**config.mk**
```make
export PLATFORM = sky130hd
export DESIGN_NAME = exec_core_top
export DESIGN_NICKNAME = d
export VERILOG_FILES = /design/src/verilog/rv_isa_pkg.sv /design/src/verilog/exu_pipe_pkg.sv /design/src/verilog/alu.sv /design/src/verilog/exec_core_top.sv /design/src/verilog/exu.sv /design/src/verilog/inst_decode.sv /design/src/verilog/reg_file.sv
export VERILOG_INCLUDE_DIRS = /design/src /design/src/verilog
export SDC_FILE = /design/constraint.sdc
export NUM_CORES = 2
export LEC_CHECK = 0
export ABC_AREA = 1
export BUFFER_PORTS_ARGS = -buffer_cell sky130_fd_sc_hd__buf_2
export CAP_MARGIN = 10
export CORE_UTILIZATION = 23
export CTS_CLUSTER_DIAMETER = 200
export DETAILED_ROUTE_END_ITERATION = 8
export PLACE_DENSITY = 0.36
export SETUP_SLACK_MARGIN = 0.4
export SKIP_LAST_GASP = 1
export SLEW_MARGIN = 20
export SYNTH_ARGS = -nofsm -noshare
export SYNTH_HDL_FRONTEND = slang
export SYNTH_SLANG_ARGS = --single-unit
```
**constraint.sdc**
```tcl
create_clock -name clock -period 10.6 [get_ports clock]
set_input_delay 2.12 -clock clock [delete_from_list [all_inputs] [get_ports clock]]
set_output_delay 2.12 -clock clock [all_outputs]
set_load 0.03 [all_outputs]
```
**src/verilog/exu_defs.svh**
```systemverilog
`ifndef EXU_DEFS_SVH
`define EXU_DEFS_SVH

// datapath and address width
`define XLEN 32

// rv32e register file
`define NUM_REGS 16
`define REG_ADDR_W 4

// pc bits kept by the btb
`define BTB_PC_W 25

`endif

```
**src/verilog/rv_isa_pkg.sv**
```systemverilog
package rv_isa_pkg;

	typedef struct packed {
		logic [6:0] funct7;
		logic [4:0] rs2;
		logic [4:0] rs1;
		logic [2:0] funct3;
		logic [4:0] rd;
		logic [6:0] opcode;
	} r_fmt_t;

	typedef struct packed {
		logic [11:0] imm12;
		logic [4:0]  rs1;
		logic [2:0]  funct3;
		logic [4:0]  rd;
		logic [6:0]  opcode;
	} i_fmt_t;

	typedef struct packed {
		logic [6:0] imm_hi;
		logic [4:0] rs2;
		logic [4:0] rs1;
		logic [2:0] funct3;
		logic [4:0] imm_lo;
		logic [6:0] opcode;
	} s_fmt_t; // B format shares this layout

	typedef struct packed {
		logic [19:0] imm20;
		logic [4:0]  rd;
		logic [6:0]  opcode;
	} u_fmt_t; // J format shares this layout

	typedef union packed {
		r_fmt_t r_fmt;
		i_fmt_t i_fmt;
		s_fmt_t s_fmt;
		u_fmt_t u_fmt;
	} inst_word_u;

	localparam logic [6:0] OPC_LUI     = 7'b0110111;
	localparam logic [6:0] OPC_AUIPC   = 7'b0010111;
	localparam logic [6:0] OPC_JAL     = 7'b1101111;
	localparam logic [6:0] OPC_JALR    = 7'b1100111;
	localparam logic [6:0] OPC_BRANCH  = 7'b1100011;
	localparam logic [6:0] OPC_LOAD    = 7'b0000011;
	localparam logic [6:0] OPC_STORE   = 7'b0100011;
	localparam logic [6:0] OPC_OPIMM   = 7'b0010011;
	localparam logic [6:0] OPC_OP      = 7'b0110011;
	localparam logic [6:0] OPC_MISCMEM = 7'b0001111;

	// one-hot class bit positions
	localparam int INST_LUI     = 0;
	localparam int INST_AUIPC   = 1;
	localparam int INST_JAL     = 2;
	localparam int INST_JALR    = 3;
	localparam int INST_BEQ     = 4; // all conditional branches
	localparam int INST_LW      = 5;
	localparam int INST_SW      = 6;
	localparam int INST_ADDI    = 7; // op-imm group
	localparam int INST_ADD     = 8; // op group
	localparam int INST_CLASSES = 9;

endpackage
```
**src/verilog/exu_pipe_pkg.sv**
```systemverilog
`include "exu_defs.svh"

package exu_pipe_pkg;

	typedef enum logic [3:0] {
		OP_ADD   = 4'd0,
		OP_SUB   = 4'd1,
		OP_AND   = 4'd2,
		OP_XOR   = 4'd3,
		OP_OR    = 4'd4,
		OP_SRL   = 4'd5,
		OP_SRA   = 4'd6,
		OP_SLL   = 4'd7,
		OP_LESS  = 4'd8,
		OP_ULESS = 4'd9
	} alu_op_t;

	typedef struct packed {
		logic [`XLEN-1:0] inst;
		logic [`XLEN-1:0] pc;
		logic [`XLEN-1:0] dnpc; // predicted next pc
	} fetch_bundle_t;

	typedef struct packed {
		logic [rv_isa_pkg::INST_CLASSES-1:0] opcode_type;
		logic [`REG_ADDR_W-1:0] rd;
		logic [`XLEN-1:0] src1;
		logic [`XLEN-1:0] src2;
		logic [`XLEN-1:0] imm;
		logic [2:0] funct3;
		logic funct7_5;
		logic [`XLEN-1:0] pc;
		logic [`XLEN-1:0] dnpc;
		logic reg_wen;
		logic inst_fencei;
	} issue_bundle_t;

	typedef struct packed {
		logic [`REG_ADDR_W-1:0] rd;
		logic reg_wen;
		logic [`XLEN-1:0] val;
	} commit_t;

	typedef struct packed {
		logic jump_wrong;
		logic [`XLEN-1:0] jump_addr;
	} redirect_t;

	typedef struct packed {
		logic wvalid;
		logic [`BTB_PC_W-1:0] pc;
		logic [`XLEN-1:0] target;
	} btb_update_t;

	typedef struct packed {
		logic ren;
		logic wen;
		logic [`XLEN-1:0] addr;
		logic [`XLEN-1:0] wdata;
	} mem_req_t;

endpackage

```
**src/verilog/alu.sv**
```systemverilog
`timescale 1ns/10ps
`include "exu_defs.svh"

module alu (
	input  logic [rv_isa_pkg::INST_CLASSES-1:0] opcode_type,
	input  logic [2:0] funct3,
	input  logic funct7_5,
	input  logic [`XLEN-1:0] src1,
	input  logic [`XLEN-1:0] src2,
	input  logic [`XLEN-1:0] imm,
	input  logic [`XLEN-1:0] pc,
	output logic [`XLEN-1:0] alu_val,
	output logic [`XLEN-1:0] sum
);
	import rv_isa_pkg::*;
	import exu_pipe_pkg::*;

	logic [`XLEN-1:0] lop;
	logic [`XLEN-1:0] rop;
	logic [`XLEN-1:0] diff;
	logic borrow;
	logic less;
	logic [2*`XLEN-2:0] sra_ext;
	alu_op_t op;

	assign lop = (opcode_type[INST_AUIPC] | opcode_type[INST_JAL] | opcode_type[INST_BEQ]) ? pc :
		opcode_type[INST_LUI] ? '0 : src1;
	assign rop = opcode_type[INST_ADD] ? src2 : imm;

	always_comb begin
		op = OP_ADD; // address and upper-imm classes
		if (opcode_type[INST_ADDI] | opcode_type[INST_ADD]) begin
			case (funct3)
				3'b000: op = (opcode_type[INST_ADD] & funct7_5) ? OP_SUB : OP_ADD;
				3'b001: op = OP_SLL;
				3'b010: op = OP_LESS;
				3'b011: op = OP_ULESS;
				3'b100: op = OP_XOR;
				3'b101: op = funct7_5 ? OP_SRA : OP_SRL;
				3'b110: op = OP_OR;
				default: op = OP_AND;
			endcase
		end
	end

	assign sum = lop + rop;
	assign {borrow, diff} = {1'b0, lop} - {1'b0, rop};
	assign less = (lop[`XLEN-1] & ~rop[`XLEN-1]) | (~(lop[`XLEN-1] ^ rop[`XLEN-1]) & diff[`XLEN-1]);
	assign sra_ext = {{(`XLEN-1){lop[`XLEN-1]}}, lop} >> rop[4:0];

	always_comb begin
		case (op)
			OP_SUB:   alu_val = diff;
			OP_AND:   alu_val = lop & rop;
			OP_XOR:   alu_val = lop ^ rop;
			OP_OR:    alu_val = lop | rop;
			OP_SRL:   alu_val = lop >> rop[4:0];
			OP_SRA:   alu_val = sra_ext[`XLEN-1:0];
			OP_SLL:   alu_val = lop << rop[4:0];
			OP_LESS:  alu_val = {{(`XLEN-1){1'b0}}, less};
			OP_ULESS: alu_val = {{(`XLEN-1){1'b0}}, borrow};
			default:  alu_val = sum;
		endcase
	end

endmodule

```
**src/verilog/exec_core_top.sv**
```systemverilog
`timescale 1ns/10ps
`include "exu_defs.svh"

module exec_core_top (
	input  logic clock,
	input  logic reset,
	input  exu_pipe_pkg::fetch_bundle_t fetch,
	input  logic fetch_valid,
	input  logic exu_ready,
	output exu_pipe_pkg::commit_t commit,
	output exu_pipe_pkg::redirect_t redirect,
	output exu_pipe_pkg::btb_update_t btb_update,
	output exu_pipe_pkg::mem_req_t mem_req
);
	import exu_pipe_pkg::*;

	logic [`REG_ADDR_W-1:0] rs1_addr;
	logic [`REG_ADDR_W-1:0] rs2_addr;
	logic [`XLEN-1:0] rs1_data;
	logic [`XLEN-1:0] rs2_data;
	issue_bundle_t issue;

	inst_decode u_decode (
		.fetch    (fetch),
		.rs1_data (rs1_data),
		.rs2_data (rs2_data),
		.rs1_addr (rs1_addr),
		.rs2_addr (rs2_addr),
		.issue    (issue)
	);

	reg_file u_regs (
		.clock    (clock),
		.reset    (reset),
		.rs1_addr (rs1_addr),
		.rs2_addr (rs2_addr),
		.commit   (commit),
		.rs1_data (rs1_data),
		.rs2_data (rs2_data)
	);

	exu u_exu (
		.clock      (clock),
		.reset      (reset),
		.issue      (issue),
		.exu_valid  (fetch_valid),
		.exu_ready  (exu_ready),
		.commit     (commit),
		.redirect   (redirect),
		.btb_update (btb_update),
		.mem_req    (mem_req)
	);

endmodule

```
**src/verilog/exu.sv**
```systemverilog
`timescale 1ns/10ps
`include "exu_defs.svh"

module exu (
	input  logic clock,
	input  logic reset,
	input  exu_pipe_pkg::issue_bundle_t issue,
	input  logic exu_valid,
	input  logic exu_ready,
	output exu_pipe_pkg::commit_t commit,
	output exu_pipe_pkg::redirect_t redirect,
	output exu_pipe_pkg::btb_update_t btb_update,
	output exu_pipe_pkg::mem_req_t mem_req
);
	import rv_isa_pkg::*;
	import exu_pipe_pkg::*;

	logic accept;
	logic [`XLEN-1:0] alu_val;
	logic [`XLEN-1:0] sum;
	logic [`XLEN-1:0] snpc;
	logic [`XLEN-1:0] compare;
	logic [`XLEN-1:0] jump_addr;
	logic [`XLEN-1:0] wb_val;
	logic borrow;
	logic less;
	logic jump_cond;
	logic jump_en;
	logic jump_wrong;
	logic need_btb;
	logic link;

	alu u_alu (
		.opcode_type (issue.opcode_type),
		.funct3      (issue.funct3),
		.funct7_5    (issue.funct7_5),
		.src1        (issue.src1),
		.src2        (issue.src2),
		.imm         (issue.imm),
		.pc          (issue.pc),
		.alu_val     (alu_val),
		.sum         (sum)
	);

	assign accept = exu_valid & exu_ready;
	assign snpc = issue.pc + `XLEN'd4;
	assign link = issue.opcode_type[INST_JAL] | issue.opcode_type[INST_JALR];

	// branch compare on the register operands
	assign {borrow, compare} = {1'b0, issue.src1} - {1'b0, issue.src2};
	assign less = (issue.src1[`XLEN-1] & ~issue.src2[`XLEN-1])
		| (~(issue.src1[`XLEN-1] ^ issue.src2[`XLEN-1]) & compare[`XLEN-1]);

	always_comb begin
		case (issue.funct3)
			3'b000:  jump_cond = ~|compare; // beq
			3'b001:  jump_cond = |compare;
			3'b100:  jump_cond = less;
			3'b101:  jump_cond = ~less;
			3'b110:  jump_cond = borrow; // bltu
			3'b111:  jump_cond = ~borrow;
			default: jump_cond = 1'b0;
		endcase
	end

	assign jump_en = link | (issue.opcode_type[INST_BEQ] & jump_cond);
	assign jump_addr = jump_en ? sum : snpc;
	assign jump_wrong = (jump_addr != issue.dnpc) | issue.inst_fencei;
	assign need_btb = issue.opcode_type[INST_JAL] | (issue.opcode_type[INST_BEQ] & issue.imm[`XLEN-1]);
	assign wb_val = link ? snpc : alu_val;

	always_ff @(posedge clock) begin
		if (reset) begin
			commit.reg_wen <= 1'b0;
			redirect.jump_wrong <= 1'b0;
			btb_update.wvalid <= 1'b0;
			mem_req.ren <= 1'b0;
			mem_req.wen <= 1'b0;
		end else begin
			// pulses last one cycle after each accept
			commit.reg_wen <= accept & issue.reg_wen;
			redirect.jump_wrong <= accept & jump_wrong;
			btb_update.wvalid <= accept & jump_wrong & need_btb;
			mem_req.ren <= accept & issue.opcode_type[INST_LW];
			mem_req.wen <= accept & issue.opcode_type[INST_SW];
		end
		if (accept) begin
			commit.rd <= issue.rd;
			commit.val <= wb_val;
			redirect.jump_addr <= jump_addr;
			btb_update.pc <= issue.pc[`BTB_PC_W-1:0];
			btb_update.target <= jump_addr;
			mem_req.addr <= sum;
			mem_req.wdata <= issue.src2;
		end
	end

endmodule

```
**src/verilog/inst_decode.sv**
```systemverilog
`timescale 1ns/10ps
`include "exu_defs.svh"

module inst_decode (
	input  exu_pipe_pkg::fetch_bundle_t fetch,
	input  logic [`XLEN-1:0] rs1_data,
	input  logic [`XLEN-1:0] rs2_data,
	output logic [`REG_ADDR_W-1:0] rs1_addr,
	output logic [`REG_ADDR_W-1:0] rs2_addr,
	output exu_pipe_pkg::issue_bundle_t issue
);
	import rv_isa_pkg::*;
	import exu_pipe_pkg::*;

	inst_word_u word;
	logic [INST_CLASSES-1:0] cls;
	logic [`XLEN-1:0] imm;

	assign word = fetch.inst;
	assign rs1_addr = word.r_fmt.rs1[`REG_ADDR_W-1:0]; // rv32e uses low 4 bits
	assign rs2_addr = word.r_fmt.rs2[`REG_ADDR_W-1:0];

	always_comb begin
		cls = '0;
		imm = '0;
		case (word.r_fmt.opcode)
			OPC_LUI, OPC_AUIPC: begin
				cls[INST_LUI]   = (word.r_fmt.opcode == OPC_LUI);
				cls[INST_AUIPC] = (word.r_fmt.opcode == OPC_AUIPC);
				imm = {word.u_fmt.imm20, 12'b0};
			end
			OPC_JAL: begin
				cls[INST_JAL] = 1'b1;
				imm = {{11{word.u_fmt.imm20[19]}}, word.u_fmt.imm20[19],
					word.u_fmt.imm20[7:0], word.u_fmt.imm20[8],
					word.u_fmt.imm20[18:9], 1'b0};
			end
			OPC_BRANCH: begin
				cls[INST_BEQ] = 1'b1;
				imm = {{19{word.s_fmt.imm_hi[6]}}, word.s_fmt.imm_hi[6],
					word.s_fmt.imm_lo[0], word.s_fmt.imm_hi[5:0],
					word.s_fmt.imm_lo[4:1], 1'b0};
			end
			OPC_STORE: begin
				cls[INST_SW] = 1'b1;
				imm = {{20{word.s_fmt.imm_hi[6]}}, word.s_fmt.imm_hi, word.s_fmt.imm_lo};
			end
			OPC_JALR, OPC_LOAD, OPC_OPIMM: begin
				cls[INST_JALR] = (word.r_fmt.opcode == OPC_JALR);
				cls[INST_LW]   = (word.r_fmt.opcode == OPC_LOAD);
				cls[INST_ADDI] = (word.r_fmt.opcode == OPC_OPIMM);
				imm = {{20{word.i_fmt.imm12[11]}}, word.i_fmt.imm12};
			end
			OPC_OP: cls[INST_ADD] = 1'b1;
			default: ; // unknown or misc-mem, no class
		endcase
	end

	always_comb begin
		issue.opcode_type = cls;
		issue.rd = word.r_fmt.rd[`REG_ADDR_W-1:0];
		issue.src1 = rs1_data;
		issue.src2 = rs2_data;
		issue.imm = imm;
		issue.funct3 = word.r_fmt.funct3;
		issue.funct7_5 = word.r_fmt.funct7[5];
		issue.pc = fetch.pc;
		issue.dnpc = fetch.dnpc;
		// load data is written back by the lsu
		issue.reg_wen = cls[INST_LUI] | cls[INST_AUIPC] | cls[INST_JAL] | cls[INST_JALR]
			| cls[INST_ADDI] | cls[INST_ADD];
		issue.inst_fencei = (word.r_fmt.opcode == OPC_MISCMEM) && (word.r_fmt.funct3 == 3'b001);
	end

endmodule

```
**src/verilog/reg_file.sv**
```systemverilog
`timescale 1ns/10ps
`include "exu_defs.svh"

module reg_file (
	input  logic clock,
	input  logic reset,
	input  logic [`REG_ADDR_W-1:0] rs1_addr,
	input  logic [`REG_ADDR_W-1:0] rs2_addr,
	input  exu_pipe_pkg::commit_t commit,
	output logic [`XLEN-1:0] rs1_data,
	output logic [`XLEN-1:0] rs2_data
);
	import exu_pipe_pkg::*;

	logic [`XLEN-1:0] regs [1:`NUM_REGS-1]; // x0 not stored
	logic wr_en;

	assign wr_en = commit.reg_wen && (commit.rd != '0);

	function automatic logic [`XLEN-1:0] read_port(input logic [`REG_ADDR_W-1:0] addr);
		if (addr == '0)
			return '0;
		else if (wr_en && (commit.rd == addr))
			return commit.val; // write-through
		else
			return regs[addr];
	endfunction

	always_ff @(posedge clock) begin
		if (reset) begin
			for (int i = 1; i < `NUM_REGS; i++)
				regs[i] <= '0;
		end else if (wr_en) begin
			regs[commit.rd] <= commit.val;
		end
	end

	assign rs1_data = read_port(rs1_addr);
	assign rs2_data = read_port(rs2_addr);

endmodule

```
==> flow_summary.ini <==
[status]
status = finished, final reports clean

[critical_path]
r2r_end = u_exu.btb_update[57]
path_delay_family = simple AND/OR/NAND/NOR gates
r2r-start = u_exu.commit[36]
cp_slowest_cell = o21ai_0
arrival_ns = 9.61
required_ns = 11.23
cp_max_fo = 131
slowest_delay_ns = 0.67
worstSetupStartpoint = fetch[79]
critPathLaunchType = input port
reg2reg_depth = 24
cp.depth = 38
cpMostUsedCell = nand2_1
reg2reg_setup_slack_ns = 3.04
end_kind = register
critPathKind = input port to register
endpoint = u_exu.btb_update[57]
crit_buf_inv = 5

[cells_and_area]
seq_area_sq_mm = 0.0202
finalInstanceArea_sq_mm = 0.0542
multi_input_area_sq_mm = 0.0225
n_fill_cell = 22400
nets = 6601
drive_above_1_share_pct = 10.5
area_delta_synth_final_pct = 15.2

[pwr]
power.density_mw_per_mm2 = 154
ir_drop_v = 0.000116
p_leak_nw = 22.8

[clock_tree]
cts_setup_buffers = 0
clkSinkCount = 674
clk_pin_slew_ns = 0.06
post_cts_resized = 0
clk_latency_ns = 0.77
root_buffer = clkbuf_16
cts_tree = yes
h-tree-depth = 3
hold_buffers = 0
cts_made_buffers = 88
clock_path_buffers = 3

[synth]
syn_area_sq_mm = 0.0471
yosysSeqAreaShare_pct = 42.9
synth_top_cell_area_share_pct = 42.7
yosys.area.top_type = edfxtp_1
ys_ff_latch = 674
synth-warning-count = 0
synth_area_per_cell_sq_um = 7.51
synth_cell_type_count = 69
synth.area.top_cells = edfxtp_1 (43%), nand2_1 (10%), o21ai_0 (6.9%)
netlist_instances = 6271
synth-edff-count = 669
synth_commonest_cells = nand2_1 (1269), nor2_1 (854), inv_1 (679)
synth-main-ff-cell = edfxtp_1
async_reset_ff_share_pct = 0
synth.most_common_cell = nand2_1

[die]
core_sq_mm = 0.203
rows = 165
die_h_microns = 454
die_area_sq_mm = 0.207
initial_core_util_pct = 23.2
die_x_microns = 454
ios = 294

[sta]
period_minus_slack_ns = 8.98
final-max-slew-violation-count = 0
max_slew.worst_pin.slew_ns = 1.25
slew_headroom_pct = 15.9
final-hold-violation-count = 0
setup_viol = 0
fin_crit_sh_pct = 84.7
fin_skew_ns = 0.0571
max_freq_mhz = 111
tns_ns = 0
rsz0062_at_grt = no

[global_routing]
grt_pass1_vias = 44500
overflow = 0
grt_max_degree = 139
grt_pass1_wl_microns = 366000
grt_use_total_pct = 25.3
antenna_found_initial = 21

[route]
antenna_left = 0
vias = 47100
firstDrtPassIters = 6
drc = 0
wl_per_cell_microns = 29.6
drt_iter0_markers = 4875
wl_microns = 270000
vias_per_cell = 5.16

[run]
drv_cap = 0

[worst_hold_path]
hp-start = u_exu.commit[15]
worstHoldPathType = register to register

[place]
gp_congestion = 0.988
portBuffers = 293
dp_hpwl_microns = 192000
place_area_sq_mm = 0.0513
==> through the flow <==
step                      std cells  hold WS (ns)  setup slack (ns)  power [mW]  util, %
after floorplan                6302         0.733              3.19        4.38        -
after global placement         8945         0.678             0.992        5.33     25.3
after detailed placement       8948         0.679              1.09        5.31     25.3
after CTS                      9108         0.690              1.86        8.40     26.7
after global routing           9112         0.677              1.35        8.68     26.7
final                          9117         0.670              1.62        8.37     26.7
==> cells by family (layout without fill, tap and decap cells) <==
logic type	count (synthesis)	after routing	share of synthesized area [%]
and+or+nand+nor	2692	2692	23.5
AOI/OAI and AO/OA	1548	1548	18.6
buffers and inverters	1156	1290	10.1
DFF	674	674	42.9
adders and majority gates	135	135	3.67
xor gates and xnor gates	60	60	1.12
muxes	5	5	0.106
other	1	41	0.00796
==> final cells by class <==
cell class	count	share of cell area, %
Timing Repair Buffer	422	4.82
Tap cell	2672	6.17
Antenna cell	9	0.0415
Clock inverter	56	1.01
Multi-Input combinational cell	4472	41.5
Clock buffer	104	4.25
Inverter	708	4.93
Sequential cell	674	37.2
==> state kept, by name (all words and copies together), names as in the netlist <==
register	cells
u_regs.regs	512
u_exu.mem_req	66
u_exu.redirect	33
u_exu.btb_update	26
u_exu.commit	37
==> worst min-delay path by stage <==
stage                    endpoint  slack [ns]  depth (start not counted)
2_1_floorplan  u_regs.regs[0][10]        0.73                          0
3_3_place_gp   u_regs.regs[0][13]        0.68                          0
3_5_place_dp   u_regs.regs[0][15]        0.68                          0
4_1_cts         u_regs.regs[0][6]        0.69                          1
5_1_grt        u_regs.regs[0][23]        0.68                          0
6_report       u_regs.regs[0][15]        0.67                          0
==> per-layer routing <==
metal / up-vias / track usage [%] / part of all wire, %
li1: 21300 / - / -
met1: 23600 / 35.0 / 45
met2: 1813 / 41.4 / 47
met3: 322 / 2.43 / 5.3
met4: 6 / 7.87 / 3.0
met5: - / 0 / 0.017
==> where the power goes <==
part	leakage (nW)	internal [mW]	total, mW	switching (mW)
registers	6.83	3.06	3.15	0.0855
clock network	1.39	1.75	3.08	1.33
logic	14.6	0.521	2.15	1.63
==> cell usage in the layout, fill, tap and decap left out, types with 26 or more instances in the layout <==
cell type and n:
a21oi_1 403, buf_2 289, buf_4 117, clkbuf_16 90, clkinv_1 27, conb_1 32, edfxtp_1 669, ha_1 130
inv_1 674, inv_2 28, nand2_1 1238, nand3_1 402, nand4_1 62, nor2_1 848, nor3_1 26, o211ai_1 189
o21ai_0 641, o21ai_1 119, o22ai_1 54, xor2_1 59
Power figures use the tool's default switching activity.
